`src/common/bus_pkg.sv`:
```
/*
 * Bus package
 * Widths, data types and response codes of the single-master
 * request bus. The response codes follow the AXI encoding.
 */

package bus_pkg;

  // --------------------------------------------------------------------
  // Widths
  // --------------------------------------------------------------------
  localparam int unsigned AddrWidth = 32;
  localparam int unsigned DataWidth = 32;

  // Byte address and data word
  typedef logic [AddrWidth-1:0] addr_t;
  typedef logic [DataWidth-1:0] data_t;

  // One enable bit per data byte
  typedef logic [DataWidth/8-1:0] be_t;

  // --------------------------------------------------------------------
  // Response codes
  // --------------------------------------------------------------------
  // Same values as the AXI RRESP/BRESP field, EXOKAY is never returned
  typedef enum logic [1:0] {
    RespOkay   = 2'b00,
    RespSlvErr = 2'b10,
    RespDecErr = 2'b11
  } resp_e;

endpackage

```
`src/common/soc_map_pkg.sv`:
```
/*
 * SoC map package
 * Address windows of the boot ROM, GPIO and DRAM targets, the target
 * select enum, memory sizes and the debug request hold-off time.
 */

package soc_map_pkg;

  // --------------------------------------------------------------------
  // Address map
  // --------------------------------------------------------------------
  localparam bus_pkg::addr_t RomBase    = 32'h0001_0000;
  localparam bus_pkg::addr_t RomLength  = 32'h0001_0000;
  localparam bus_pkg::addr_t GpioBase   = 32'h4000_0000;
  localparam bus_pkg::addr_t GpioLength = 32'h0000_1000;
  localparam bus_pkg::addr_t DramBase   = 32'h8000_0000;
  localparam bus_pkg::addr_t DramLength = 32'h4000_0000;

  // Decoded target, TgtNone for any miss
  typedef enum logic [1:0] {
    TgtRom,
    TgtDram,
    TgtGpio,
    TgtNone
  } target_e;

  // Memory sizes in words
  localparam int unsigned RomWords  = 8;
  localparam int unsigned DramWords = 256;

  typedef logic [2:0] rom_idx_t;
  typedef logic [7:0] dram_idx_t;
  // Wide enough for either index
  typedef logic [7:0] offset_t;

  // Boot window before debug requests reach the core
  localparam int unsigned DebugDelayCycles = 500;

endpackage

```
`src/rtl/debug_req_gate.sv`:
```
/*
 * Debug request gate
 * Holds the external debug request off for a fixed boot window after
 * reset, and at any time while debugging is disabled.
 */

`timescale 1ns/10ps

module debug_req_gate (
  input  logic clk_i,
  input  logic rst_ni,
  input  logic dbg_req_i,
  input  logic debug_enable_i,
  output logic debug_req_o
);

  typedef logic [$clog2(soc_map_pkg::DebugDelayCycles+1)-1:0] cnt_t;

  cnt_t cnt_q;

  // Countdown that stops at zero
  always_ff @(posedge clk_i or negedge rst_ni) begin : p_delay_cnt
    if (!rst_ni) begin
      cnt_q <= cnt_t'(soc_map_pkg::DebugDelayCycles);
    end else if (cnt_q != '0) begin
      cnt_q <= cnt_q - cnt_t'(1);
    end
  end

  // Pass the request only after the boot window
  assign debug_req_o = (cnt_q == '0) && debug_enable_i && dbg_req_i;

  a_held_off : assert property (@(posedge clk_i) disable iff (!rst_ni)
    (cnt_q != '0) |-> !debug_req_o);

endmodule

```
`config.mk`:
```
export PLATFORM = sky130hd
export DESIGN_NAME = debug_req_gate
export DESIGN_NICKNAME = d
export VERILOG_FILES = /design/src/common/bus_pkg.sv /design/src/common/soc_map_pkg.sv /design/src/rtl/debug_req_gate.sv
export SDC_FILE = /design/constraint.sdc
export NUM_CORES = 1
export LEC_CHECK = 0
export ABC_AREA = 1
export BUFFER_PORTS_ARGS = -buffer_cell sky130_fd_sc_hd__clkbuf_2
export CORE_AREA = 2 2 39 41
export DETAILED_ROUTE_END_ITERATION = 6
export DIE_AREA = 0 0 41 43
export PLACE_DENSITY_LB_ADDON = 0.2
export SLEW_MARGIN = 20
export SYNTH_ARGS = -nofsm -noshare
export SYNTH_HDL_FRONTEND = slang
export SYNTH_SLANG_ARGS = --single-unit
```
`constraint.sdc`:
```
create_clock -name clk_i -period 1.5 [get_ports clk_i]
set_input_delay 0.3 -clock clk_i [delete_from_list [all_inputs] [get_ports clk_i]]
set_output_delay 0.3 -clock clk_i [all_outputs]
set_load 0.005 [all_outputs]
```
Yosys cells after proc, flatten, opt, wreduce, memory -nomap -nowiden
Cells that the tools add are included.
- add/subtract/negate cells: 1
- reduce and logical (&&, ||, !) cells: 4
- operators with widths (kind ; number):
    9-bit zero test ; 1
    9-bit nonzero test ; 1
    9-bit by 1-bit subtractor with 9-bit output, second input constant ; 1
    1-bit logical AND ; 2
- register bits after elaboration: 9
- output and inout bits: 1
- logic and storage cells: 6

Logic depth before layout (Yosys ltp)
Gate-level depths: netlist of the first run.
- depth after elaboration: 3
- depth in mapped cells: 8
- gate-level depth less buffers: 8

Worst setup path after synthesis of the first run
Ideal clock, no wire load.
- path kind: register to output
- from: reg cnt_q[1]
- to: out debug_req_o
- arrival: 1103 ps
- required time: 1200 ps
- slack: 97 ps
- stages on the path, launching flop included: 7
- cell sequence: dfrtp_1 inv_1 ha_1 nand2_2 nor2_4 nand2_4 nor2_1
- cells in the longest elaborated chain, start to end: 3
- ends and longest elaborated chain (what ; line ; RTL):
    from (decl) ; debug_req_gate.sv:19 ; cnt_t cnt_q;
    from (signal assigned) ; debug_req_gate.sv:24 ; cnt_q <= cnt_t'(soc_map_pkg::DebugDelayCycles);
    from (signal assigned) ; debug_req_gate.sv:26 ; cnt_q <= cnt_q - cnt_t'(1);
    9-bit zero test ; debug_req_gate.sv:31 ; assign debug_req_o = (cnt_q == '0) && debug_enable_i && dbg_req_i;
    1-bit logical AND (2 in series) ; debug_req_gate.sv:31 ;
    to (decl) ; debug_req_gate.sv:14 ; output logic debug_req_o
No other way between the ends.

Worst setup path after layout of the first run
- from: reg cnt_q[0]
- to: out debug_req_o
Same word-level chain as after synthesis.

==> reports/results.ini, run 1 <==
[power_and_ir_drop]
peakVddDrop_mv=0.4766
switching_power_uw=92.27
total_power_uw=444.4
pwr_density_cell_nw_per_um2=671.4
swShare=0.2076
seq_power_share=0.548
p_leak_nw=0.3643
p_clk_frac=0.423
intPower_uw=352.1
combPwrFrac=0.029

[place]
place.port_buffers=4
pre_cts_ws_ns=0.07946
gp_congestion=0.6974
hpwl_um=694.7

[routing]
avgViaCountPerCell=4.240
firstDrtPassIters=4
ant_nets=0
dr_wl_met2_um=419
wl_per_cell_um=8.980
detail_route.iter0.violations=8
wl_um=898
wl_met1_um=430
met3_length_um=29
num_vias=424
top_layer_used=met4
drc=0

[sta]
slew_viol_final=0
setup_violations=1
fmax_mhz=635.8
slew_headroom=0.8433
tightest_slew_ns=0.2351
hold_violations=0
skew_ns=0.004110
fin_ws_ns=-0.07280
min_period_ns=1.573
min_period_over_period=1.049
rsz0062_at_grt=yes

[global_routing]
grt_pass1_wl_um=1566
grt_max_degree=10
grt_pass1_vias=395
globalRouteOverflowTotal=0
grtUsageTotal=0.1347
antenna_found_initial=0

[critical_path]
cpPeakStageDelay_ns=0.39
crit_type=reg -> out
cp.required_ns=1.20
crit_fanout=2
r2r_start=cnt_q[5]$_DFFE_PN1P_
rr_endpoint=cnt_q[0]$_DFFE_PN0P_
crit_path_frequent_cell=nand2_4
cp_cell_sequence=inv_2 -> ha_4 -> nand2_4 -> nor2_4 -> nand2_4 -> nor2_1 -> buf_2
rr_worst_depth=8
worstPathArrival_ns=1.27
cp_slowest_cell=dfrtp_1
crit_start=cnt_q[0]$_DFFE_PN0P_
critPathLaunchType=flop
end_kind=primary output
r2r_slack_ns=0.26

[final_layout]
largest_register_ffs=9
nets=90
largest_register=cnt_q
final_common_cell=nand2_1
final_layout_size_suffix_gt1_frac=0.3690
diodes=0
final_cell_mix=nand2_1 (19), inv_1 (12), nor2_1 (8), buf_4 (7), dfstp_2 (6)
synthToLayoutAreaGrowth_pct=30.30
top_regs=cnt_q x9
final_util=0.4783

[clocking]
cts-root-buf=clkbuf_4
path_clk_slew_ns=0.06
cts_tree=built
htreeDepth=1
cts-buffers-inserted=3
clock_latency_ns=0.26
cts.sinks=9
cts_max_path_buffers=2

[yosys]
synth-seq-area-share=0.4581
avgSynthCellArea_um2=7.470
synth_nets=73
yosysWarnings=0
yosys.cell_types.count=19
synthCells=68
syn_area_um2=508.0
ys_seq_elements=9

[floorplan]
fp.dieW_um=41
dieArea_um2=1763
boundaryPins=5
initial_core_util=0.3671
rows=14
fp.coreArea_um2=1384
die_height_um=43

[flow_run]
cap_violations=0

[status]
status=finished with violations
violations=setup timing

[worst_hold_path]
min_path_type=in -> async

-- synth_stat cells (all sizes together) --
cell type / count / share of area
nand2: 21 / 0.17
clkinv: 1 / 0.0098
xor2: 1 / 0.017
inv: 14 / 0.10
or2: 1 / 0.012
o21ai: 3 / 0.037
dfrtp: 3 / 0.15
ha: 1 / 0.025
dfstp: 6 / 0.31
nand4: 1 / 0.012
nand3: 4 / 0.039
nor2: 11 / 0.10
a21oi: 1 / 0.0098
-- power by group through the flow --
stage	sequential (mW)	clock (mW)	combinational, mW
2_1_floorplan	0.247	0	0.00148
3_3_place_gp	0.247	0	0.0114
3_5_place_dp	0.247	0	0.0112
4_1_cts	0.243	0.199	0.0133
5_1_grt	0.243	0.209	0.0146
6_report	0.244	0.188	0.0128
-- routing by layer --
layer / global-route usage / vias up
li1: - / 233
met1: 0.1831 / 182
met2: 0.1875 / 7
met3: 0.03141 / 2
met4: 0.08000 / 0
met5: 0 / -
-- critical path, delay by kind of cell, from the launching register on --
family	cells	cell delay, ns
flip-flops	1	0.39
adder cells (fa/ha/maj)	1	0.14
buffers and inverters	2	0.19
AND/OR/NAND/NOR	4	0.29
-- what timing repair did --
action / 4_1_cts / 5_1_grt
endpoints found under the setup margin: 1 / 1
setup buffers: 3 / 0
pin swaps: 2 / 0
hold buffers: 1 / 0
hold endpoints to repair: 3 / 0
resized for setup: 1 / 7
-- worst max-delay path by stage --
stage                  end
6_report       debug_req_o
5_1_grt        debug_req_o
4_1_cts        debug_req_o
3_5_place_dp   debug_req_o
3_3_place_gp   debug_req_o
2_1_floorplan  debug_req_o
-- stage by stage --
stage                     instance area, um^2  hold slack (ns)   TNS, ns  std cells
after floorplan                         508.0         0.004409         0         68
final                                   661.9           0.4286  -0.07280        100
after detailed placement                578.1           0.1704         0         92
after CTS                               639.4           0.4326   -0.1469        100
after global placement                  578.1           0.1760         0         92
after global routing                    661.9           0.4500   -0.1355        100
-- layout make-up --
| type | instances | area, um^2 |
|---|---|---|
| sequential | 9 | 232.7 |
| timing repair buffer | 12 | 82.58 |
| inverter | 15 | 57.56 |
| fill | 139 | 721.9 |
| tap | 16 | 20.02 |
| multi-input combinational | 44 | 242.7 |
| clock buffer | 4 | 26.28 |
-- cell families after synthesis --
group                      Yosys count  share of synthesized area
DFF                                  9                     0.4581
AOI/OAI and AO/OA                    4                    0.04677
buffers and inverters               15                     0.1133
xor gates and xnor gates             1                    0.01724
and+or+nand+nor                     38                     0.3399
adders and majority gates            1                    0.02463
Power figures use the tool's default switching activity.
==> inputs of run 2 (changes only) <==
Clock period 1.5 ns to 1.6 ns, I/O delays scaled along.
==> reports/results.ini, run 2 (synthesis gave the netlist of run 1 again) <==
[floorplan]
fp.dieW_um=41  ; unchanged
die_height_um=43  ; unchanged
boundaryPins=5  ; unchanged
fp.coreArea_um2=1384  ; unchanged
dieArea_um2=1763  ; unchanged
initial_core_util=0.3671  ; unchanged
rows=14  ; unchanged

[final_layout]
final_cell_mix=nand2_1 (18), inv_1 (12), nor2_1 (8), dfstp_2 (6), buf_4 (5)
final_util=0.4693  ; -0.009041
top_regs=cnt_q x9
final_layout_size_suffix_gt1_frac=0.3659  ; -0.003194
largest_register_ffs=9  ; unchanged
synthToLayoutAreaGrowth_pct=27.83
diodes=0  ; unchanged
final_common_cell=nand2_1
largest_register=cnt_q
nets=88  ; -2.2%
finalNonFillerCells=98  ; -2.0%

[sta]
hold_violations=0  ; unchanged
tightest_slew_ns=0.2330  ; -0.002088 ns
rsz0062_at_grt=yes
min_period_over_period=0.9933
min_period_ns=1.589
skew_ns=0.001314  ; -0.002797 ns
fin_ws_ns=0.01077  ; +0.08357 ns
fmax_mhz=629.2
setup_violations=0  ; -1
slew_headroom=0.8447  ; +0.001392
slew_viol_final=0  ; unchanged
totalNegativeSetupSlack_ns=0  ; +0.07280 ns

[critical_path]
crit_fanout=2  ; unchanged
crit_type=reg -> out
end_kind=primary output
critPathLaunchType=flop
worstPathArrival_ns=1.27  ; about the same
cp.required_ns=1.28  ; +0.08 ns

[global_routing]
globalRouteOverflowTotal=0  ; unchanged
antenna_found_initial=0  ; unchanged
grt_pass1_wl_um=1773  ; +13%
grt_pass1_vias=427  ; +8.1%
grtUsageTotal=0.1613  ; +0.02656
grt_max_degree=10  ; unchanged

[status]
status=completed

[place]
pre_cts_ws_ns=0.1407  ; +0.06126 ns
dp_cells=90  ; -2.2%
gp_congestion=0.6920  ; -0.77%
place.port_buffers=4  ; unchanged
hpwl_um=676  ; -2.7%

[flow_run]
cap_violations=0  ; unchanged

[power_and_ir_drop]
p_leak_nw=0.3542  ; -2.8%
peakVddDrop_mv=0.4096  ; -14%
total_power_uw=425.1  ; -4.3%
pwr_density_cell_nw_per_um2=654.7  ; -2.5%

[clocking]
clock_latency_ns=0.27  ; about the same
cts_tree=built
cts_max_path_buffers=2  ; unchanged
path_clk_slew_ns=0.06  ; about the same
cts-root-buf=clkbuf_4
cts.sinks=9  ; unchanged
cts-buffers-inserted=3  ; unchanged
htreeDepth=1  ; unchanged

[routing]
num_vias=428  ; +0.94%
ant_nets=0  ; unchanged
detail_route.iter0.violations=3  ; -5
wl_per_cell_um=10.01  ; +11%
wl_um=981  ; +9.2%
firstDrtPassIters=4  ; unchanged
drc=0  ; unchanged
avgViaCountPerCell=4.367  ; +3.0%

[worst_hold_path]
min_path_type=in -> async

==> run 2: stage by stage <==
stage | hold slack [ns] | area, um^2
floorplan | 0.02441 | 508.0
CTS | 0.4485 | 649.4
detailed placement | 0.1950 | 563.0
finish | 0.4392 | 649.4
global placement | 0.1975 | 563.0
global route | 0.4718 | 649.4
==> run 2: what timing repair did <==
| action | CTS | global route |
|---|---|---|
| setup buffers | 3 | 0 |
| gates resized for setup | 8 | 1 |
| pin swaps | 2 | 0 |
| endpoints found under the hold margin | 3 | 0 |
| endpoints found under the setup margin | 1 | 1 |
| hold buffers | 1 | 0 |
==> run 2: per-layer routing <==
| layer | share of wire | vias to the layer above | global-route usage |
|---|---|---|---|
| met1 | 0.45 | 187 | 0.1993 |
| met3 | 0.031 | 5 | 0.04712 |
| met2 | 0.48 | 8 | 0.2156 |
| met4 | 0.042 | 0 | 0.1400 |
| met5 | 0 | - | 0 |
| li1 | - | 228 | - |
==> run 2: path summary, 6_finish.rpt <==
check	from	to	slack [ns]	cells after the start
worst max-delay path	cnt_q[0]$_DFFE_PN0P_	debug_req_o	0.01	7
worst min-delay path	rst_ni	cnt_q[3]$_DFFE_PN0P_	0.44	2
worst max register to register	cnt_q[0]$_DFFE_PN0P_	cnt_q[3]$_DFFE_PN0P_	0.38	8
worst min register to register	cnt_q[7]$_DFFE_PN1P_	cnt_q[7]$_DFFE_PN1P_	0.50	2
max in group asynchronous	rst_ni	cnt_q[7]$_DFFE_PN1P_	0.91	2
min in group clk_i	cnt_q[7]$_DFFE_PN1P_	cnt_q[7]$_DFFE_PN1P_	0.50	2
==> run 2: report_power, final <==
part           internal, mW  switching (mW)  leakage [nW]
Clock                0.0966          0.0884        0.0150
Combinational       0.00557         0.00631         0.235
Sequential            0.228               0         0.104
==> run 2: area by class of cell <==
type	instances	area, um^2
sequential	9	232.7
clock buffer	4	26.28
tap	16	20.02
timing repair buffer	10	67.56
multi-input combinational	44	245.2
fill	152	734.5
inverter	15	57.56
==> run 2: critical path: stages (launching register included) <==
cell	delay (ns)
dfrtp_1	0.38
inv_2	0.08
ha_4	0.14
nand2_4	0.06
nor2_4	0.11
nand2_4	0.05
nor2_1	0.07
buf_2	0.11
==> inputs of run 3 (changes only) <==
Settings changed: ABC_AREA 1 to not set.
==> reports/results.ini, run 3 <==
[routing]
ant_nets=0  ; unchanged
detail_route.iter0.violations=4  ; +1
firstDrtPassIters=4  ; unchanged
wl_um=881  ; -10%
num_vias=345  ; -19%
drc=0  ; unchanged
wl_per_cell_um=12.59  ; +26%
avgViaCountPerCell=4.929  ; +13%

[power_and_ir_drop]
total_power_uw=414.8  ; -2.4%
swShare=0.2046  ; -0.01821
peakVddDrop_mv=0.3740  ; -8.7%
combPwrFrac=0.028  ; about the same
switching_power_uw=84.86  ; -10%
p_leak_nw=0.2745  ; -22%
seq_power_share=0.550  ; +0.013
p_clk_frac=0.422  ; -0.013
pwr_density_cell_nw_per_um2=735.2  ; +12%
intPower_uw=330.0  ; -0.14%

[sta]
min_period_ns=1.935  ; +0.3458 ns
setup_violations=2  ; +2
min_period_over_period=1.209  ; +0.2161
hold_violations=0  ; unchanged
fmax_mhz=516.8  ; -18%
tightest_slew_ns=0.2567  ; +0.02375 ns
rsz0062_at_grt=yes
slew_headroom=0.8275  ; -0.01715
skew_ns=0.004314  ; +0.003001 ns
slew_viol_final=0  ; unchanged
fin_ws_ns=-0.3350  ; -0.3458 ns

[clocking]
cts_max_path_buffers=2  ; unchanged
path_clk_slew_ns=0.06  ; about the same
clock_latency_ns=0.26  ; about the same
htreeDepth=1  ; unchanged
cts-root-buf=clkbuf_4
cts_tree=built
cts-buffers-inserted=3  ; unchanged
cts.sinks=9  ; unchanged

[final_layout]
n_fill_cell=137  ; -9.9%
largest_register_ffs=9  ; unchanged
final_area_um2=564.3  ; -13%
final_cell_mix=o21ai_0 (6), dfstp_2 (6), buf_4 (6)
synthToLayoutAreaGrowth_pct=27.40
top_regs=cnt_q x9
final_layout_size_suffix_gt1_frac=0.4630  ; +0.09711
nets=60  ; -32%
largest_register=cnt_q
diodes=0  ; unchanged

[floorplan]
boundaryPins=5  ; unchanged
initial_core_util=0.3201  ; -0.04702
fp.coreArea_um2=1384  ; unchanged
rows=14  ; unchanged
dieArea_um2=1763  ; unchanged
fp.dieW_um=41  ; unchanged
die_height_um=43  ; unchanged

[global_routing]
grt_pass1_wl_um=1518  ; -14%
grt_max_degree=10  ; unchanged
grt_pass1_vias=347  ; -19%
grtUsageTotal=0.1389  ; -0.02231
globalRouteOverflowTotal=0  ; unchanged
antenna_found_initial=0  ; unchanged

[status]
status=finished with violations
violations=setup timing

[place]
place.port_buffers=4  ; unchanged
pre_cts_ws_ns=-0.1507  ; -0.2915 ns
dpl_cell_area_um2=520.5  ; -7.6%
hpwl_um=644.9  ; -4.6%
gp_congestion=0.7694  ; +11%

[critical_path]
crit_type=reg -> out
rr_worst_depth=5  ; -3
r2r_start=cnt_q[4]$_DFFE_PN1P_
crit_fanout=3  ; +1
r2r_slack_ns=-0.04  ; -0.42 ns
rr_endpoint=cnt_q[2]$_DFFE_PN1P_
critPathLaunchType=flop
end_kind=primary output
worstPathArrival_ns=1.61  ; +0.34 ns
cp.required_ns=1.28  ; about the same

[yosys]
synth_top_area_frac=0.3559  ; +0.04559
synthTopCellsByCount=dfstp_2 (6), o21ai_0 (6), dfrtp_1 (3)
ys.flop_type=dfstp_2
yosys.cell_types.count=20  ; +1
synth_area_leaders=dfstp_2 (36%), dfrtp_1 (17%), o21ai_0 (6.8%), nor4_4 (4.8%), o31ai_1 (3.4%)
synth_edf_count=0  ; unchanged
synth_nets=44  ; -40%
syn_area_um2=442.9  ; -13%
yosysTopAreaCell=dfstp_2
avgSynthCellArea_um2=11.36  ; +52%
synthCells=39  ; -43%
synth-seq-area-share=0.5254  ; +0.06730
async_flop_share=1.000  ; unchanged
yosysWarnings=0  ; unchanged
ys_seq_elements=9  ; unchanged

[worst_hold_path]
min_path_type=in -> async

[flow_run]
cap_violations=0  ; unchanged

-- run 3: changes by cell type after synthesis, moves of 2 or more --
| cell | delta |
|---|---|
| nand2_1 | -18 |
| inv_1 | -12 |
| nor2_1 | -7 |
| o21ai_0 | +5 |
| nand3_1 | -4 |
| nand2b_1 | +2 |
| nor3_1 | +2 |
| o31ai_1 | +2 |
| or3_1 | +2 |
-- run 3: layout make-up --
| cell class | count | area [um^2] | share of cell area |
|---|---|---|---|
| multi-input cells | 28 | 202.7 | 0.3592 |
| flip-flops and latches | 9 | 232.7 | 0.4124 |
| inverters | 2 | 7.507 | 0.01330 |
| well taps | 16 | 20.02 | 0.03548 |
| clock buffers | 4 | 26.28 | 0.04656 |
| repair buffers | 11 | 75.07 | 0.1330 |
-- run 3: through the flow --
stage / hold WS, ns / TNS (ns) / std cells / util
finish: 0.4458 / -0.3792 / 70 / 0.4078
global route: 0.4628 / -0.6348 / 70 / 0.4078
CTS: 0.4504 / -0.3626 / 70 / 0.4078
detailed placement: 0.1894 / -0.1507 / 64 / 0.3761
global placement: 0.1794 / -0.1256 / 64 / 0.3761
floorplan: 0.02441 / -0.2012 / 39 / -
-- run 3: logic make-up after synthesis --
group | share of synthesized area
AOI/OAI and AO/OA | 0.1412
xor gates and xnor gates | 0.01978
adders and majority gates | 0.02824
buffers and inverters | 0.01696
DFF | 0.5254
muxes | 0.04802
and+or+nand+nor | 0.2203
-- run 3: what timing repair did --
action                     in CTS  in global routing
setup endpoints to repair       1                  6
gates cloned                    0                  0
pin swaps                       2                  0
setup buffers                   1                  1
gates resized for setup         0                  1
hold endpoints to repair        3                  0
hold buffers                    1                  0
-- run 3: how the worst max path moves through the flow --
stage                         startpoint           to  slack, ns
floorplan           cnt_q[3]$_DFFE_PN0P_  debug_req_o      -0.20
global placement    cnt_q[3]$_DFFE_PN0P_  debug_req_o      -0.13
detailed placement  cnt_q[3]$_DFFE_PN0P_  debug_req_o      -0.15
CTS                 cnt_q[4]$_DFFE_PN1P_  debug_req_o      -0.36
global route        cnt_q[4]$_DFFE_PN1P_  debug_req_o      -0.45
finish              cnt_q[4]$_DFFE_PN1P_  debug_req_o      -0.33
-- run 3: power groups by stage --
stage	clock network, mW	logic [mW]	registers (mW)
detailed placement	0	0.0101	0.232
global placement	0	0.00954	0.232
CTS	0.183	0.0120	0.228
floorplan	0	0.00116	0.232
global route	0.207	0.0135	0.228
finish	0.175	0.0116	0.228
-- run 3: critical path, stage by stage, from the launching register on --
cell     delay, ns
dfstp_2       0.37
or4_4         0.55
nor4_4        0.16
and3_1        0.17
buf_2         0.10
-- run 3: routing by layer --
metal  share of wire  vias to the layer above  wire (um)  global-route usage
met5               0                        -          0                   0
met4               0                        0          0              0.1000
met3           0.032                        0         28             0.04712
met2            0.52                        6        459              0.2063
met1            0.45                      168        393              0.1561
li1                -                      171          -                   -
