### src/common/bus_pkg.sv
/*
 * Bus package
 * Widths, data types and response codes of the single-master
 * request bus. The response codes follow the AXI encoding.
 */

package bus_pkg;

  // --------------------------------------------------------------------
  // Widths
  // --------------------------------------------------------------------
  localparam int unsigned AddrWidth = 32;
  localparam int unsigned DataWidth = 32;

  // Byte address and data word
  typedef logic [AddrWidth-1:0] addr_t;
  typedef logic [DataWidth-1:0] data_t;

  // One enable bit per data byte
  typedef logic [DataWidth/8-1:0] be_t;

  // --------------------------------------------------------------------
  // Response codes
  // --------------------------------------------------------------------
  // Same values as the AXI RRESP/BRESP field, EXOKAY is never returned
  typedef enum logic [1:0] {
    RespOkay   = 2'b00,
    RespSlvErr = 2'b10,
    RespDecErr = 2'b11
  } resp_e;

endpackage

### src/common/soc_map_pkg.sv
/*
 * SoC map package
 * Address windows of the boot ROM, GPIO and DRAM targets, the target
 * select enum, memory sizes and the debug request hold-off time.
 */

package soc_map_pkg;

  // --------------------------------------------------------------------
  // Address map
  // --------------------------------------------------------------------
  localparam bus_pkg::addr_t RomBase    = 32'h0001_0000;
  localparam bus_pkg::addr_t RomLength  = 32'h0001_0000;
  localparam bus_pkg::addr_t GpioBase   = 32'h4000_0000;
  localparam bus_pkg::addr_t GpioLength = 32'h0000_1000;
  localparam bus_pkg::addr_t DramBase   = 32'h8000_0000;
  localparam bus_pkg::addr_t DramLength = 32'h4000_0000;

  // Decoded target, TgtNone for any miss
  typedef enum logic [1:0] {
    TgtRom,
    TgtDram,
    TgtGpio,
    TgtNone
  } target_e;

  // Memory sizes in words
  localparam int unsigned RomWords  = 8;
  localparam int unsigned DramWords = 256;

  typedef logic [2:0] rom_idx_t;
  typedef logic [7:0] dram_idx_t;
  // Wide enough for either index
  typedef logic [7:0] offset_t;

  // Boot window before debug requests reach the core
  localparam int unsigned DebugDelayCycles = 500;

endpackage

### src/common/bus_stage_if.sv
/*
 * Decode to access stage bus
 * Carries one registered, already decoded request from the
 * address decode stage to the memory access stage.
 */

`timescale 1ns/10ps

interface bus_stage_if;

  logic                 valid;
  logic                 we;
  soc_map_pkg::target_e target;
  soc_map_pkg::offset_t offset;
  bus_pkg::data_t       wdata;
  bus_pkg::be_t         be;

  // Decode stage owns every field
  modport decode (
    output valid, we, target, offset, wdata, be
  );

  modport access (
    input  valid, we, target, offset, wdata, be
  );

endinterface

### src/rtl/addr_decode_stage.sv
/*
 * Address decode stage
 * First pipeline stage. Matches the request address against the
 * ROM, GPIO and DRAM windows, computes the word offset inside the
 * selected window and registers the request for the access stage.
 */

`timescale 1ns/10ps

module addr_decode_stage (
  input  logic            clk_i,
  input  logic            rst_ni,
  input  logic            req_i,
  input  logic            we_i,
  input  bus_pkg::addr_t  addr_i,
  input  bus_pkg::data_t  wdata_i,
  input  bus_pkg::be_t    be_i,
  bus_stage_if.decode     stage_o
);

  soc_map_pkg::target_e             target_d;
  soc_map_pkg::offset_t             offset_d;
  bus_pkg::addr_t                   rel_addr;
  logic [bus_pkg::AddrWidth-3:0]    word_idx;

  // --------------------------------------------------------------------
  // Window match
  // --------------------------------------------------------------------
  always_comb begin : p_decode
    target_d = soc_map_pkg::TgtNone;
    rel_addr = '0;
    if (addr_i >= soc_map_pkg::RomBase &&
        addr_i <  soc_map_pkg::RomBase + soc_map_pkg::RomLength) begin
      target_d = soc_map_pkg::TgtRom;
      rel_addr = addr_i - soc_map_pkg::RomBase;
    end else if (addr_i >= soc_map_pkg::GpioBase &&
                 addr_i <  soc_map_pkg::GpioBase + soc_map_pkg::GpioLength) begin
      target_d = soc_map_pkg::TgtGpio;
      rel_addr = addr_i - soc_map_pkg::GpioBase;
    end else if (addr_i >= soc_map_pkg::DramBase &&
                 addr_i <  soc_map_pkg::DramBase + soc_map_pkg::DramLength) begin
      target_d = soc_map_pkg::TgtDram;
      rel_addr = addr_i - soc_map_pkg::DramBase;
    end
  end

  assign word_idx = rel_addr[bus_pkg::AddrWidth-1:2];

  // Word offset, DRAM wraps and ROM words past the table map to RomWords
  always_comb begin : p_offset
    case (target_d)
      soc_map_pkg::TgtRom: begin
        offset_d = (word_idx < soc_map_pkg::RomWords) ?
                   soc_map_pkg::offset_t'(word_idx) :
                   soc_map_pkg::offset_t'(soc_map_pkg::RomWords);
      end
      soc_map_pkg::TgtDram: begin
        offset_d = soc_map_pkg::offset_t'(soc_map_pkg::dram_idx_t'(word_idx));
      end
      default: offset_d = '0;
    endcase
  end

  // --------------------------------------------------------------------
  // Stage registers
  // --------------------------------------------------------------------
  always_ff @(posedge clk_i or negedge rst_ni) begin : p_valid
    if (!rst_ni) begin
      stage_o.valid <= 1'b0;
    end else begin
      stage_o.valid <= req_i;
    end
  end

  always_ff @(posedge clk_i) begin : p_payload
    if (req_i) begin
      stage_o.we     <= we_i;
      stage_o.target <= target_d;
      stage_o.offset <= offset_d;
      stage_o.wdata  <= wdata_i;
      stage_o.be     <= be_i;
    end
  end

  // A request seen by the access stage always carries a resolved target
  a_target_known : assert property (@(posedge clk_i) disable iff (!rst_ni)
    stage_o.valid |-> !$isunknown(stage_o.target));

endmodule

### src/flat_wrapper.sv
// flat-port wrapper written by rule: the top's interface ports become plain ports
module addr_decode_stage_flat 
  (clk_i, rst_ni, req_i, we_i, addr_i, wdata_i, be_i, stage_o_valid, stage_o_we, stage_o_target, stage_o_offset, stage_o_wdata, stage_o_be);
  bus_stage_if stage_o_i ();
  input  logic clk_i;
  input  logic rst_ni;
  input  logic req_i;
  input  logic we_i;
  input  bus_pkg::addr_t addr_i;
  input  bus_pkg::data_t wdata_i;
  input  bus_pkg::be_t be_i;
  output wire logic [$bits(stage_o_i.valid)-1:0] stage_o_valid;
  output wire logic [$bits(stage_o_i.we)-1:0] stage_o_we;
  output wire logic [$bits(stage_o_i.target)-1:0] stage_o_target;
  output wire logic [$bits(stage_o_i.offset)-1:0] stage_o_offset;
  output wire logic [$bits(stage_o_i.wdata)-1:0] stage_o_wdata;
  output wire logic [$bits(stage_o_i.be)-1:0] stage_o_be;
  assign stage_o_valid = stage_o_i.valid;
  assign stage_o_we = stage_o_i.we;
  assign stage_o_target = stage_o_i.target;
  assign stage_o_offset = stage_o_i.offset;
  assign stage_o_wdata = stage_o_i.wdata;
  assign stage_o_be = stage_o_i.be;
  addr_decode_stage u_core (.clk_i(clk_i), .rst_ni(rst_ni), .req_i(req_i), .we_i(we_i), .addr_i(addr_i), .wdata_i(wdata_i), .be_i(be_i), .stage_o(stage_o_i));
endmodule
### config.mk
export PLATFORM = sky130hd
export DESIGN_NAME = addr_decode_stage_flat
export DESIGN_NICKNAME = d
export VERILOG_FILES = /design/src/common/bus_pkg.sv /design/src/common/soc_map_pkg.sv /design/src/common/bus_stage_if.sv /design/src/rtl/addr_decode_stage.sv /design/src/flat_wrapper.sv
export SDC_FILE = /design/constraint.sdc
export NUM_CORES = 1
export LEC_CHECK = 0
export BUFFER_PORTS_ARGS = -buffer_cell sky130_fd_sc_hd__buf_4
export CORE_AREA = 8 8 75 77
export DETAILED_ROUTE_END_ITERATION = 7
export DIE_AREA = 0 0 83 85
export GPL_TIMING_DRIVEN = 0
export PLACE_DENSITY = 0.81
export SLEW_MARGIN = 20
export SYNTH_ARGS = -nofsm -noshare
export SYNTH_HDL_FRONTEND = slang
export SYNTH_SLANG_ARGS = --single-unit
### constraint.sdc
create_clock -name clk_i -period 1 [get_ports clk_i]
set_input_delay 0.1 -clock clk_i [delete_from_list [all_inputs] [get_ports clk_i]]
set_output_delay 0.1 -clock clk_i [all_outputs]
set_load 0.02 [all_outputs]
* After elaboration in Yosys (flattened, before gate mapping) *
Index checks and enable logic that the tools add are counted.

word-level totals
  bits of input ports = 72
  register bits = 48
  word-level logic and storage cells = 29
  output and inout bits = 48

operators by class
  eq/ne operators = 1
  muxes and demuxes = 8
  reduce and logical (&&, ||, !) cells = 4
  add/sub/neg operators = 3
  $lt $le $gt $ge = 7

operators with widths
  kind                                                    number
  two-way mux 32 bit                                      3
  >= comparator 32 x 17 -> 1 bit (second input constant)  1
  >= comparator 32 x 31 -> 1 bit (second input constant)  1
  >= comparator 32 bit (second input constant)            1
  < comparator 32 x 18 -> 1 bit (second input constant)   1
  < comparator 32 x 31 -> 1 bit (second input constant)   1
  < comparator 32 bit (second input constant)             1
  subtractor 32 x 17 -> 32 bit (second input constant)    1
  subtractor 32 x 31 -> 32 bit (second input constant)    1
  subtractor 32 bit (second input constant)               1
  < comparator 30 x 4 -> 1 bit (second input constant)    1
  case mux 8 bit (2 select lines)                         1
  two-way mux 8 bit                                       1
  two-way mux 2 bit                                       3
  logical AND 1 bit                                       3
  == test 2 x 1 -> 1 bit (second input constant)          1
  zero test 2 bit                                         1

* Longest topological paths before layout *
Gate-level depths: netlist of the first run.

  word-level depth = 8
  depth in mapped cells = 7
  mapped depth without buffers = 7

* Least setup slack after synthesis of the first run *
No wires, ideal clock.

  path kind = input to register
  start = input port addr_i[20]
  end = register u_core.stage_o.offset[3] (data pin)
  stages on the path = 5
  data arrival time = 1.357 ns
  required time = 0.736 ns
  setup time = 0.264 ns
  setup slack = -0.621 ns
  buffers on the path = 0
  cell sequence = or3_1 > or4_1 > a211oi_2 > a211oi_1 > o21bai_1

between the ends
  word-level cells in the longest chain between the ends = 8
  elaborated cells on any way between the ends = 23
  classes of those cells = add/sub (3); order compare (7); eq/ne (1); mux (8); reduce/logical (4)

RTL lines
  element                                                             RTL line                                          source
  start: declaration                                                  flat_wrapper.sv:9                                 input bus_pkg::addr_t addr_i;
  >= comparator 32 bit / < comparator 32 bit (equally long branches)  addr_decode_stage.sv:40, addr_decode_stage.sv:41
  logical AND 1 bit                                                   addr_decode_stage.sv:40                           end else if (addr_i >= soc_map_pkg::DramBase &&
  two-way mux 32 bit                                                  addr_decode_stage.sv:40
  two-way mux 32 bit                                                  addr_decode_stage.sv:36                           end else if (addr_i >= soc_map_pkg::GpioBase &&
  two-way mux 32 bit                                                  addr_decode_stage.sv:32                           if (addr_i >= soc_map_pkg::RomBase &&
  < comparator 30 x 4 -> 1 bit                                        addr_decode_stage.sv:53                           offset_d = (word_idx < soc_map_pkg::RomWords) ?
  two-way mux 8 bit                                                   addr_decode_stage.sv:53
  case mux 8 bit (2 select lines) *                                   addr_decode_stage.sv:51                           case (target_d)
  via u_core.offset_d[3]                                              addr_decode_stage.sv:22                           soc_map_pkg::offset_t offset_d;
  end signal: assignment                                              addr_decode_stage.sv:79                           stage_o.offset <= offset_d;
  end: declaration                                                    bus_stage_if.sv:20                                output valid, we, target, offset, wdata, be

Mark *: on every way through the listed nets, which the timed path passes. The rest lies on a longest branch.
A chain may end at the register's enable or synchronous reset.

* Final worst setup path of the first run *
  start = input port addr_i[20]
  end = register u_core.stage_o.offset[1] (data pin)

Same word-level chain as after synthesis.

==> results of run 1 <==
metrics by stage:
stage / hold slack (ns) / total power, mW
after floorplan: -0.196 / 2.76
after global placement: -0.125 / 3.29
after detailed placement: -0.123 / 3.31
after CTS: 0.113 / 4.49
after global routing: 0.132 / 4.71
final: 0.129 / 4.54
power breakdown:
group	switching (mW)	internal [mW]
Combinational	0.512	0.542
Sequential	0.0544	2.38
Clock	0.595	0.462
Total	1.16	3.38
logic make-up after synthesis:
| family | count (synthesis) | share of synthesized area (%) |
|---|---|---|
| DFF | 48 | 75.3 |
| AOI/OAI and AO/OA | 17 | 7.21 |
| and+or+nand+nor | 35 | 12.1 |
| muxes | 1 | 0.525 |
| adders and majority gates | 6 | 3.93 |
| buffers and inverters | 5 | 0.984 |
worst max-delay path by stage:
stage,start,end,slack [ns]
3_5_place_dp,addr_i[17],u_core.stage_o.offset[3]$_DFFE_PP_,-0.80
4_1_cts,addr_i[20],u_core.stage_o.offset[2]$_DFFE_PP_,-0.45
2_1_floorplan,addr_i[20],u_core.stage_o.offset[3]$_DFFE_PP_,-0.58
5_1_grt,addr_i[20],u_core.stage_o.offset[1]$_DFFE_PP_,-0.55
6_report,addr_i[20],u_core.stage_o.offset[1]$_DFFE_PP_,-0.50
3_3_place_gp,addr_i[17],u_core.stage_o.offset[3]$_DFFE_PP_,-0.82
layout by cell type, fill, tap and decap left out, drive strengths merged:
| cell type | Yosys | routed |
|---|---|---|
| nand4 | 5 | 5 |
| o21ai | 2 | 2 |
| o221ai | 1 | 1 |
| o32ai | 1 | 1 |
| dlygate4sd3 | 0 | 38 |
| nor3 | 4 | 4 |
| nor3b | 1 | 1 |
| nor2 | 6 | 6 |
| dfrtp | 1 | 1 |
| and3 | 4 | 4 |
| a21bo | 1 | 1 |
| a31oi | 1 | 1 |
| clkbuf | 0 | 5 |
| a211oi | 2 | 2 |
| or4 | 1 | 1 |
| nand3b | 1 | 1 |
| nand2 | 1 | 1 |
| clkinv | 0 | 2 |
| nor4bb | 1 | 1 |
| o21a | 1 | 1 |
| o21bai | 1 | 1 |
| buf | 0 | 125 |
| and4 | 1 | 1 |
| nor4 | 9 | 9 |
| edfxtp | 47 | 47 |
| or3 | 1 | 1 |
| o31ai | 1 | 1 |
| a21boi | 5 | 5 |
| a2bb2oi | 1 | 1 |
| inv | 5 | 5 |
| ha | 6 | 6 |
| mux2i | 1 | 1 |
critical path, cell delays in order:
cell and delay, ns:
buf_8 0.10, or3_4 0.38, or4_4 0.43, a211oi_4 0.22
nand4_1 0.21, a21boi_2 0.20
timing repair:
action	in CTS	in global routing
endpoints found under the setup margin	10	14
gates cloned	0	0
hold endpoints to repair	38	0
hold buffers	38	0
buffers inserted	4	2
gates resized for setup	18	14
pin swaps	11	11
layer usage:
metal / up-vias / track usage [%] / routed length [microns]
li1: 791 / - / -
met1: 841 / 24.1 / 3000
met2: 108 / 31.3 / 3250
met3: 13 / 7.47 / 653
met4: 0 / 7.83 / 182
met5: - / 0 / 0
registers in the layout (all words and copies together), names as in the netlist:
name / flops
u_core.stage_o.wdata: 32
u_core.stage_o.target: 2
u_core.stage_o.offset: 8
u_core.stage_o.we: 1
u_core.stage_o.be: 4
u_core.stage_o.valid: 1
layout make-up:
class                           count  area, sq um  area share, %
Inverter                            5         18.8          0.522
Sequential cell                    48         1440           39.9
Clock inverter                      2         7.51          0.209
Multi-Input combinational cell     59          639           17.8
Timing Repair Buffer              163         1360           37.8
Tap cell                           54         67.6           1.88
Clock buffer                        5         68.8           1.91
==> flow_summary.ini, run 1 <==
[global_routing]
grt_overflow = 0
grt_max_degree = 49
grt_usage_pct = 19.9
grt_first_pass_wirelength_microns = 10900
first_global_vias = 1867
grt_antenna_before_repair = 0

[critical_path]
cp_data_arrival_time_ns = 1.65
end_kind = flip-flop
criticalPathCategory = in -> reg
startpoint_type = input pin
crit_path_max_fanout = 3
required_ns = 1.15

[logic_synthesis]
syn-num-nets = 190
synth-main-ff-cell = edfxtp_1
synth-edff-count = 47
synth-seq-area-share_pct = 75.3
synth.largest_area_cell = edfxtp_1
synthArstFlopShare_pct = 2.08
synth_area_sq_um = 1910
synth_most_common_cell = edfxtp_1
syn_avg_cell_area_sq_um = 17.0
ys_seq_elements = 48
yosysWarnings = 0
yosys-top-cells-area = edfxtp_1 (74%), ha_1 (3.9%), nor4_1 (2.3%)
yosysTopAreaCellShare_pct = 74.0
synthDistinctLibCells = 32
synthCells = 112
synth_common_cells = edfxtp_1 (47), nor4_1 (7), ha_1 (6), nor2_1 (6), inv_1 (5)

[cts]
path_clk_slew_ns = 0.08
tritoncts_num_sinks = 48
cts_buffers = 5
htreeDepth = 2
clock-root-buffer = clkbuf_8
cts_tree = built
cts_buffer_depth = 2

[timing]
fmax_mhz = 666
slew_viol_final = 0
rsz0062_at_grt = true
slew_headroom_pct = 61.0
fin_crit_sh_pct = 150
worst_pin_slew_ns = 0.584
setup_slack_ns = -0.501
period_needed_ns = 1.50
setup_viol = 10
fin_tns_setup_ns = -3.98
hold_viol_final = 0

[cells_and_area]
finalNonFillerCells = 336
final_util_pct = 79.3
fin_nets = 360
diodes = 0
fill_cells = 244
stdcell_area_sq_um = 3600
drive_gt1_share_pct = 54.3
syn_to_final_growth_pct = 88.6

[placement]
dp_slack_ns = -0.800
place_area_sq_um = 2930
dp_cells = 285
port_buffers = 119
globalplace.congestion = 0.864
dp_hpwl_microns = 4410

[detailed_routing]
viasPerCell = 5.22
drtPass1Iterations = 4
wl_per_cell_microns = 21.1
antenna_left = 0
dr.first_iter.drc_count = 107
drc = 0
routed_wl_microns = 7090
vias = 1753

[flow_run]
max_cap_violations = 0

[die]
die_x_microns = 83
die_h_microns = 85
initial_core_util_pct = 42.1
ios = 120
core_sq_um = 4540
fp.dieArea_sq_um = 7060
rows = 25

[status]
status = complete, but fails checks
violations = setup timing

[min_path]
hold_path.class = in -> async

[power]
pwr_density_cell_nw_per_um2 = 1260
leakagePower_nw = 1.50
ir_drop_mv = 0.574
Power figures use the tool's default switching activity.
==> run 2: changes to the inputs <==
--- a/config.mk
+++ b/config.mk
@@ -5,12 +5,12 @@
 export SDC_FILE = /design/constraint.sdc
 export NUM_CORES = 1
 export LEC_CHECK = 0
-export BUFFER_PORTS_ARGS = -buffer_cell sky130_fd_sc_hd__buf_4
-export CORE_AREA = 8 8 75 77
+export BUFFER_PORTS_ARGS = -buffer_cell sky130_fd_sc_hd__buf_2
+export CORE_AREA = 8 8 83 85
 export DETAILED_ROUTE_END_ITERATION = 7
-export DIE_AREA = 0 0 83 85
+export DIE_AREA = 0 0 91 93
 export GPL_TIMING_DRIVEN = 0
-export PLACE_DENSITY = 0.81
+export PLACE_DENSITY = 0.67
 export SLEW_MARGIN = 20
 export SYNTH_ARGS = -nofsm -noshare
 export SYNTH_HDL_FRONTEND = slang
==> constraint.sdc (replaced) <==
create_clock -name clk_i -period 1.9 [get_ports clk_i]
set_input_delay 0.19 -clock clk_i [delete_from_list [all_inputs] [get_ports clk_i]]
set_output_delay 0.19 -clock clk_i [all_outputs]
set_load 0.02 [all_outputs]
==> run 2 against run 1 <==
- the run now ends clean
- sequential share of layout area increased by 13 points
- power decreased by 52%
- global-route usage decreased by 8.4 points
- final area is 25% lower
- critical path depth is the same
- sequential power shrank 48%
- combinational power is 67% lower
- worst setup slack gained 0.70 ns
- largest power group unchanged
==> flow_summary.ini, run 2 (same netlist as run 1, synthesis figures left out) <==
[global_routing]
grt_antenna_before_repair = 0
grt_first_pass_wirelength_microns = 7780
grt_max_degree = 49
grt_usage_pct = 11.5
first_global_vias = 1581
grt_overflow = 0

[cells_and_area]
drive_gt1_share_pct = 55.8
fin_nets = 317
ff_latch_area_sq_um = 1440
largest_reg_flops = 32
multi_input_area_sq_um = 460
regMostFlops = u_core.stage_o.wdata
final_cell_mix = buf_2 (119), edfxtp_1 (47), nor4_1 (7)
layout_commonest_cell = buf_2
fill_cells = 527
diodes = 0
syn_to_final_growth_pct = 41.6
largestRegisters = u_core.stage_o.wdata (32), u_core.stage_o.offset (8), u_core.stage_o.be (4)

[power]
total_power_mw = 2.17
pwr-share-clk_pct = 25.7
internal_power_mw = 1.63
seqPwrFrac_pct = 58.4
sw_frac_of_total_pct = 24.8
pwr-share-comb_pct = 15.9
leakagePower_nw = 1.16
power_switching_mw = 0.537
ir_drop_mv = 0.333
pwr_density_cell_nw_per_um2 = 803

[detailed_routing]
drtPass1Iterations = 4
wl_per_cell_microns = 15.7
antenna_left = 0
vias = 1501
viasPerCell = 4.77
dr.first_iter.drc_count = 43
routed_wl_microns = 4960
drc = 0

[timing]
hold_viol_final = 0
fin_tns_setup_ns = 0
setup_slack_ns = 0.197
period_needed_ns = 1.70
worst_pin_slew_ns = 0.982
fmax_mhz = 587
setup_viol = 0
fin_crit_sh_pct = 89.6
slew_viol_final = 0
slew_headroom_pct = 34.5
rsz0062_at_grt = false

[cts]
path_clk_slew_ns = 0.08
post_cts_buffers = 0
htreeDepth = 2
cts_buffer_depth = 2
cts_tree = built
clock-root-buffer = clkbuf_8
cts_buffers = 5
tritoncts_num_sinks = 48

[die]
fp.dieArea_sq_um = 8460
initial_core_util_pct = 33.6
core_sq_um = 5680
ios = 120
rows = 28
die_h_microns = 93
die_x_microns = 91

[critical_path]
cp_data_arrival_time_ns = 1.84
crit_start = addr_i[22]
crit_path_max_fanout = 6
startpoint_type = input pin
end_kind = flip-flop
required_ns = 2.04
criticalPathCategory = in -> reg

[min_path]
hold_path.class = in -> reg
min_from = be_i[2]
holdPathStages = 1
hold_end = u_core.stage_o.be[2]$_DFFE_PP_

[placement]
globalplace.congestion = 0.809
port_buffers = 119
dp_slack_ns = -0.153
dp_hpwl_microns = 4180

[status]
status = complete, no violations

[flow_run]
max_cap_violations = 0
run 2: stage by stage:
| step | cells | hold slack [ns] | area (sq um) | util, % |
|---|---|---|---|---|
| 6_report | 315 | 0.0743 | 2700 | 47.6 |
| 5_1_grt | 315 | 0.0548 | 2700 | 47.6 |
| 4_1_cts | 315 | 0.0553 | 2700 | 47.5 |
| 3_5_place_dp | 306 | -0.0322 | 2600 | 45.8 |
| 3_3_place_gp | 306 | -0.0351 | 2600 | 45.8 |
| 2_1_floorplan | 112 | -0.106 | 1910 | - |
run 2: what timing repair did:
action	4_1_cts	5_1_grt
endpoints found under the hold margin	1	0
endpoints found under the setup margin	0	1
resized for setup	0	1
hold buffers	1	0
run 2: worst max path at each step:
stage	slack [ns]	to
final	0.20	u_core.stage_o.offset[1]$_DFFE_PP_
after global routing	0.01	u_core.stage_o.offset[1]$_DFFE_PP_
after CTS	0.16	u_core.stage_o.target[1]$_DFFE_PP_
after detailed placement	-0.15	u_core.stage_o.target[1]$_DFFE_PP_
after global placement	-0.07	u_core.stage_o.target[1]$_DFFE_PP_
after floorplan	0.19	u_core.stage_o.offset[3]$_DFFE_PP_
run 2: final cells by class:
| class | count | area share [%] |
|---|---|---|
| clock buffer | 5 | 2.55 |
| clock inverter | 3 | 0.694 |
| inverter | 5 | 0.694 |
| multi-input combinational | 59 | 17.0 |
| sequential | 48 | 53.1 |
| tap | 75 | 3.47 |
| timing repair buffer | 120 | 22.4 |
run 2: routing by layer:
metal / track usage [%] / up-vias / wire [microns]
met5: 0 / - / 0
met4: 4.50 / 0 / 54
met3: 5.29 / 4 / 536
met2: 16.9 / 105 / 2070
met1: 14.5 / 685 / 2300
li1: - / 707 / -
run 2: worst max-delay path: stages:
cell      delay (ns)
buf_2           0.11
nor4_1          0.42
nand4_2         0.28
o31ai_2         0.43
o221ai_1        0.25
a21boi_1        0.18
run 2: power groups by stage:
stage	combinational [mW]	clock, mW	sequential, mW
4_1_cts	0.348	0.590	1.27
2_1_floorplan	0.0411	0	1.40
6_report	0.345	0.557	1.27
3_3_place_gp	0.341	0	1.29
5_1_grt	0.374	0.620	1.28
3_5_place_dp	0.347	0	1.29
==> run 3: changes to the inputs <==
--- a/config.mk
+++ b/config.mk
@@ -5,12 +5,11 @@
 export SDC_FILE = /design/constraint.sdc
 export NUM_CORES = 1
 export LEC_CHECK = 0
-export BUFFER_PORTS_ARGS = -buffer_cell sky130_fd_sc_hd__buf_2
 export CORE_AREA = 8 8 83 85
 export DETAILED_ROUTE_END_ITERATION = 7
 export DIE_AREA = 0 0 91 93
+export DONT_BUFFER_PORTS = 1
 export GPL_TIMING_DRIVEN = 0
-export PLACE_DENSITY = 0.67
 export SLEW_MARGIN = 20
 export SYNTH_ARGS = -nofsm -noshare
 export SYNTH_HDL_FRONTEND = slang
==> run 3 against run 2 <==
- clock-buffer cell count did not move
- maximum frequency rose by 10%
- die area did not move
- critical path depth fell by 1
- wire length fell by 1.9%
- worst setup slack improved by 0.16 ns
- global-route usage fell by 0.51 points
- via count fell by 20%
- clock power barely moved
- combinational power fell by 60%
- final cell count fell by 25%
- utilization fell by 3.6 points
- largest power group unchanged
==> flow_summary.ini, run 3 (same netlist as run 1, synthesis figures left out) <==
[status]
status = complete, no violations

[die]
die_x_microns = 91
fp.dieArea_sq_um = 8460
ios = 120
initial_core_util_pct = 33.6
die_h_microns = 93
core_sq_um = 5680
rows = 28

[cts]
tritoncts_num_sinks = 48
cts_tree = built
path_clk_slew_ns = 0.08
htreeDepth = 2
cts_buffers = 5
post_cts_buffers = 0
clock-root-buffer = clkbuf_8
cts_buffer_depth = 2

[critical_path]
required_ns = 2.04
end_kind = flip-flop
startpoint_type = input pin
criticalPathCategory = in -> reg
crit_path_max_fanout = 6
cp_data_arrival_time_ns = 1.68

[timing]
fmax_mhz = 646
period_needed_ns = 1.55
hold_viol_final = 0
fin_tns_setup_ns = 0
worst_pin_slew_ns = 0.897
fin_crit_sh_pct = 81.5
slew_headroom_pct = 40.0
setup_slack_ns = 0.352
setup_viol = 0
hold_slack_ns = 0.101
rsz0062_at_grt = false
slew_viol_final = 0

[global_routing]
grt_max_degree = 21
grt_antenna_before_repair = 0
grt_first_pass_wirelength_microns = 7470
grt_usage_pct = 11.0
grt_overflow = 0
first_global_vias = 1375

[detailed_routing]
vias = 1206
routed_wl_microns = 4860
antenna_left = 0
wl_per_cell_microns = 20.6
dr.first_iter.drc_count = 31
drtPass1Iterations = 4
viasPerCell = 5.11
drc = 0

[placement]
globalplace.congestion = 0.760
dp_hpwl_microns = 3750
port_buffers = 0
dp_cells = 187
dp_slack_ns = 0.0134
place_area_sq_um = 2000

[flow_run]
max_cap_violations = 0

[power]
leakagePower_nw = 0.854
ir_drop_mv = 0.388
pwr_density_cell_nw_per_um2 = 836

[cells_and_area]
stdcell_area_sq_um = 2500
largest_reg_flops = 32
diodes = 0
ff_latch_area_sq_um = 1440
largestRegisters = u_core.stage_o.wdata (32), u_core.stage_o.offset (8), u_core.stage_o.be (4)
layout_commonest_cell = edfxtp_1
fin_nets = 238
multi_input_area_sq_um = 453
drive_gt1_share_pct = 8.70
finalNonFillerCells = 236
regMostFlops = u_core.stage_o.wdata
syn_to_final_growth_pct = 31.0
final_cell_mix = edfxtp_1 (47), dlygate4sd3_1 (41), nor4_1 (7)
fill_cells = 520

[min_path]
hold_path.class = in -> async
==> run 3: worst max-delay path: stages <==
cell,delay (ns)
nor4_1,0.40
nand4_2,0.26
o31ai_2,0.40
o221ai_1,0.24
a21boi_1,0.19
==> run 3: layout make-up <==
cell class,instances,share of cell area (%)
timing repair buffer,41,16.4
clock buffer,5,2.75
sequential,48,57.5
inverter,5,0.751
tap,75,3.75
clock inverter,3,0.751
multi-input combinational,59,18.1
==> run 3: through the flow <==
stage          total power, mW  utilization, %
2_1_floorplan             1.45               -
3_3_place_gp              1.47            35.3
3_5_place_dp              1.48            35.3
4_1_cts                   2.13            44.0
5_1_grt                   2.18            44.0
6_report                  2.09            44.0
==> run 3: where the power goes <==
part	total (mW)	internal (mW)	switching, mW
clock network	0.555	0.253	0.301
registers	1.40	1.26	0.138
logic	0.138	0.0796	0.0581
==> run 3: per-layer routing <==
layer  up-vias  GRT usage, %  part of all wire (%)  wire (microns)
met2       104          17.5                    43            2110
met4         0          3.27                  0.93              45
met3         6          6.81                    15             723
met5         -             0                     0               0
li1        549             -                     -               -
met1       547          12.1                    41            1990
==> run 3: how the worst max path moves through the flow <==
| stage | from | to | slack, ns | cells past startpoint |
|---|---|---|---|---|
| 5_1_grt | addr_i[15] | u_core.stage_o.target[1]$_DFFE_PP_ | 0.21 | 5 |
| 2_1_floorplan | addr_i[20] | u_core.stage_o.offset[3]$_DFFE_PP_ | 0.19 | 5 |
| 6_report | addr_i[22] | u_core.stage_o.offset[0]$_DFFE_PP_ | 0.35 | 5 |
| 4_1_cts | addr_i[22] | u_core.stage_o.offset[2]$_DFFE_PP_ | 0.34 | 5 |
| 3_3_place_gp | addr_i[20] | u_core.stage_o.offset[3]$_DFFE_PP_ | 0.1 | 5 |
| 3_5_place_dp | addr_i[22] | u_core.stage_o.offset[2]$_DFFE_PP_ | 0.01 | 5 |
==> run 3: what timing repair did <==
item                      CTS  global route
hold buffers               41             0
hold endpoints to repair   52             0
resized for setup           0             0
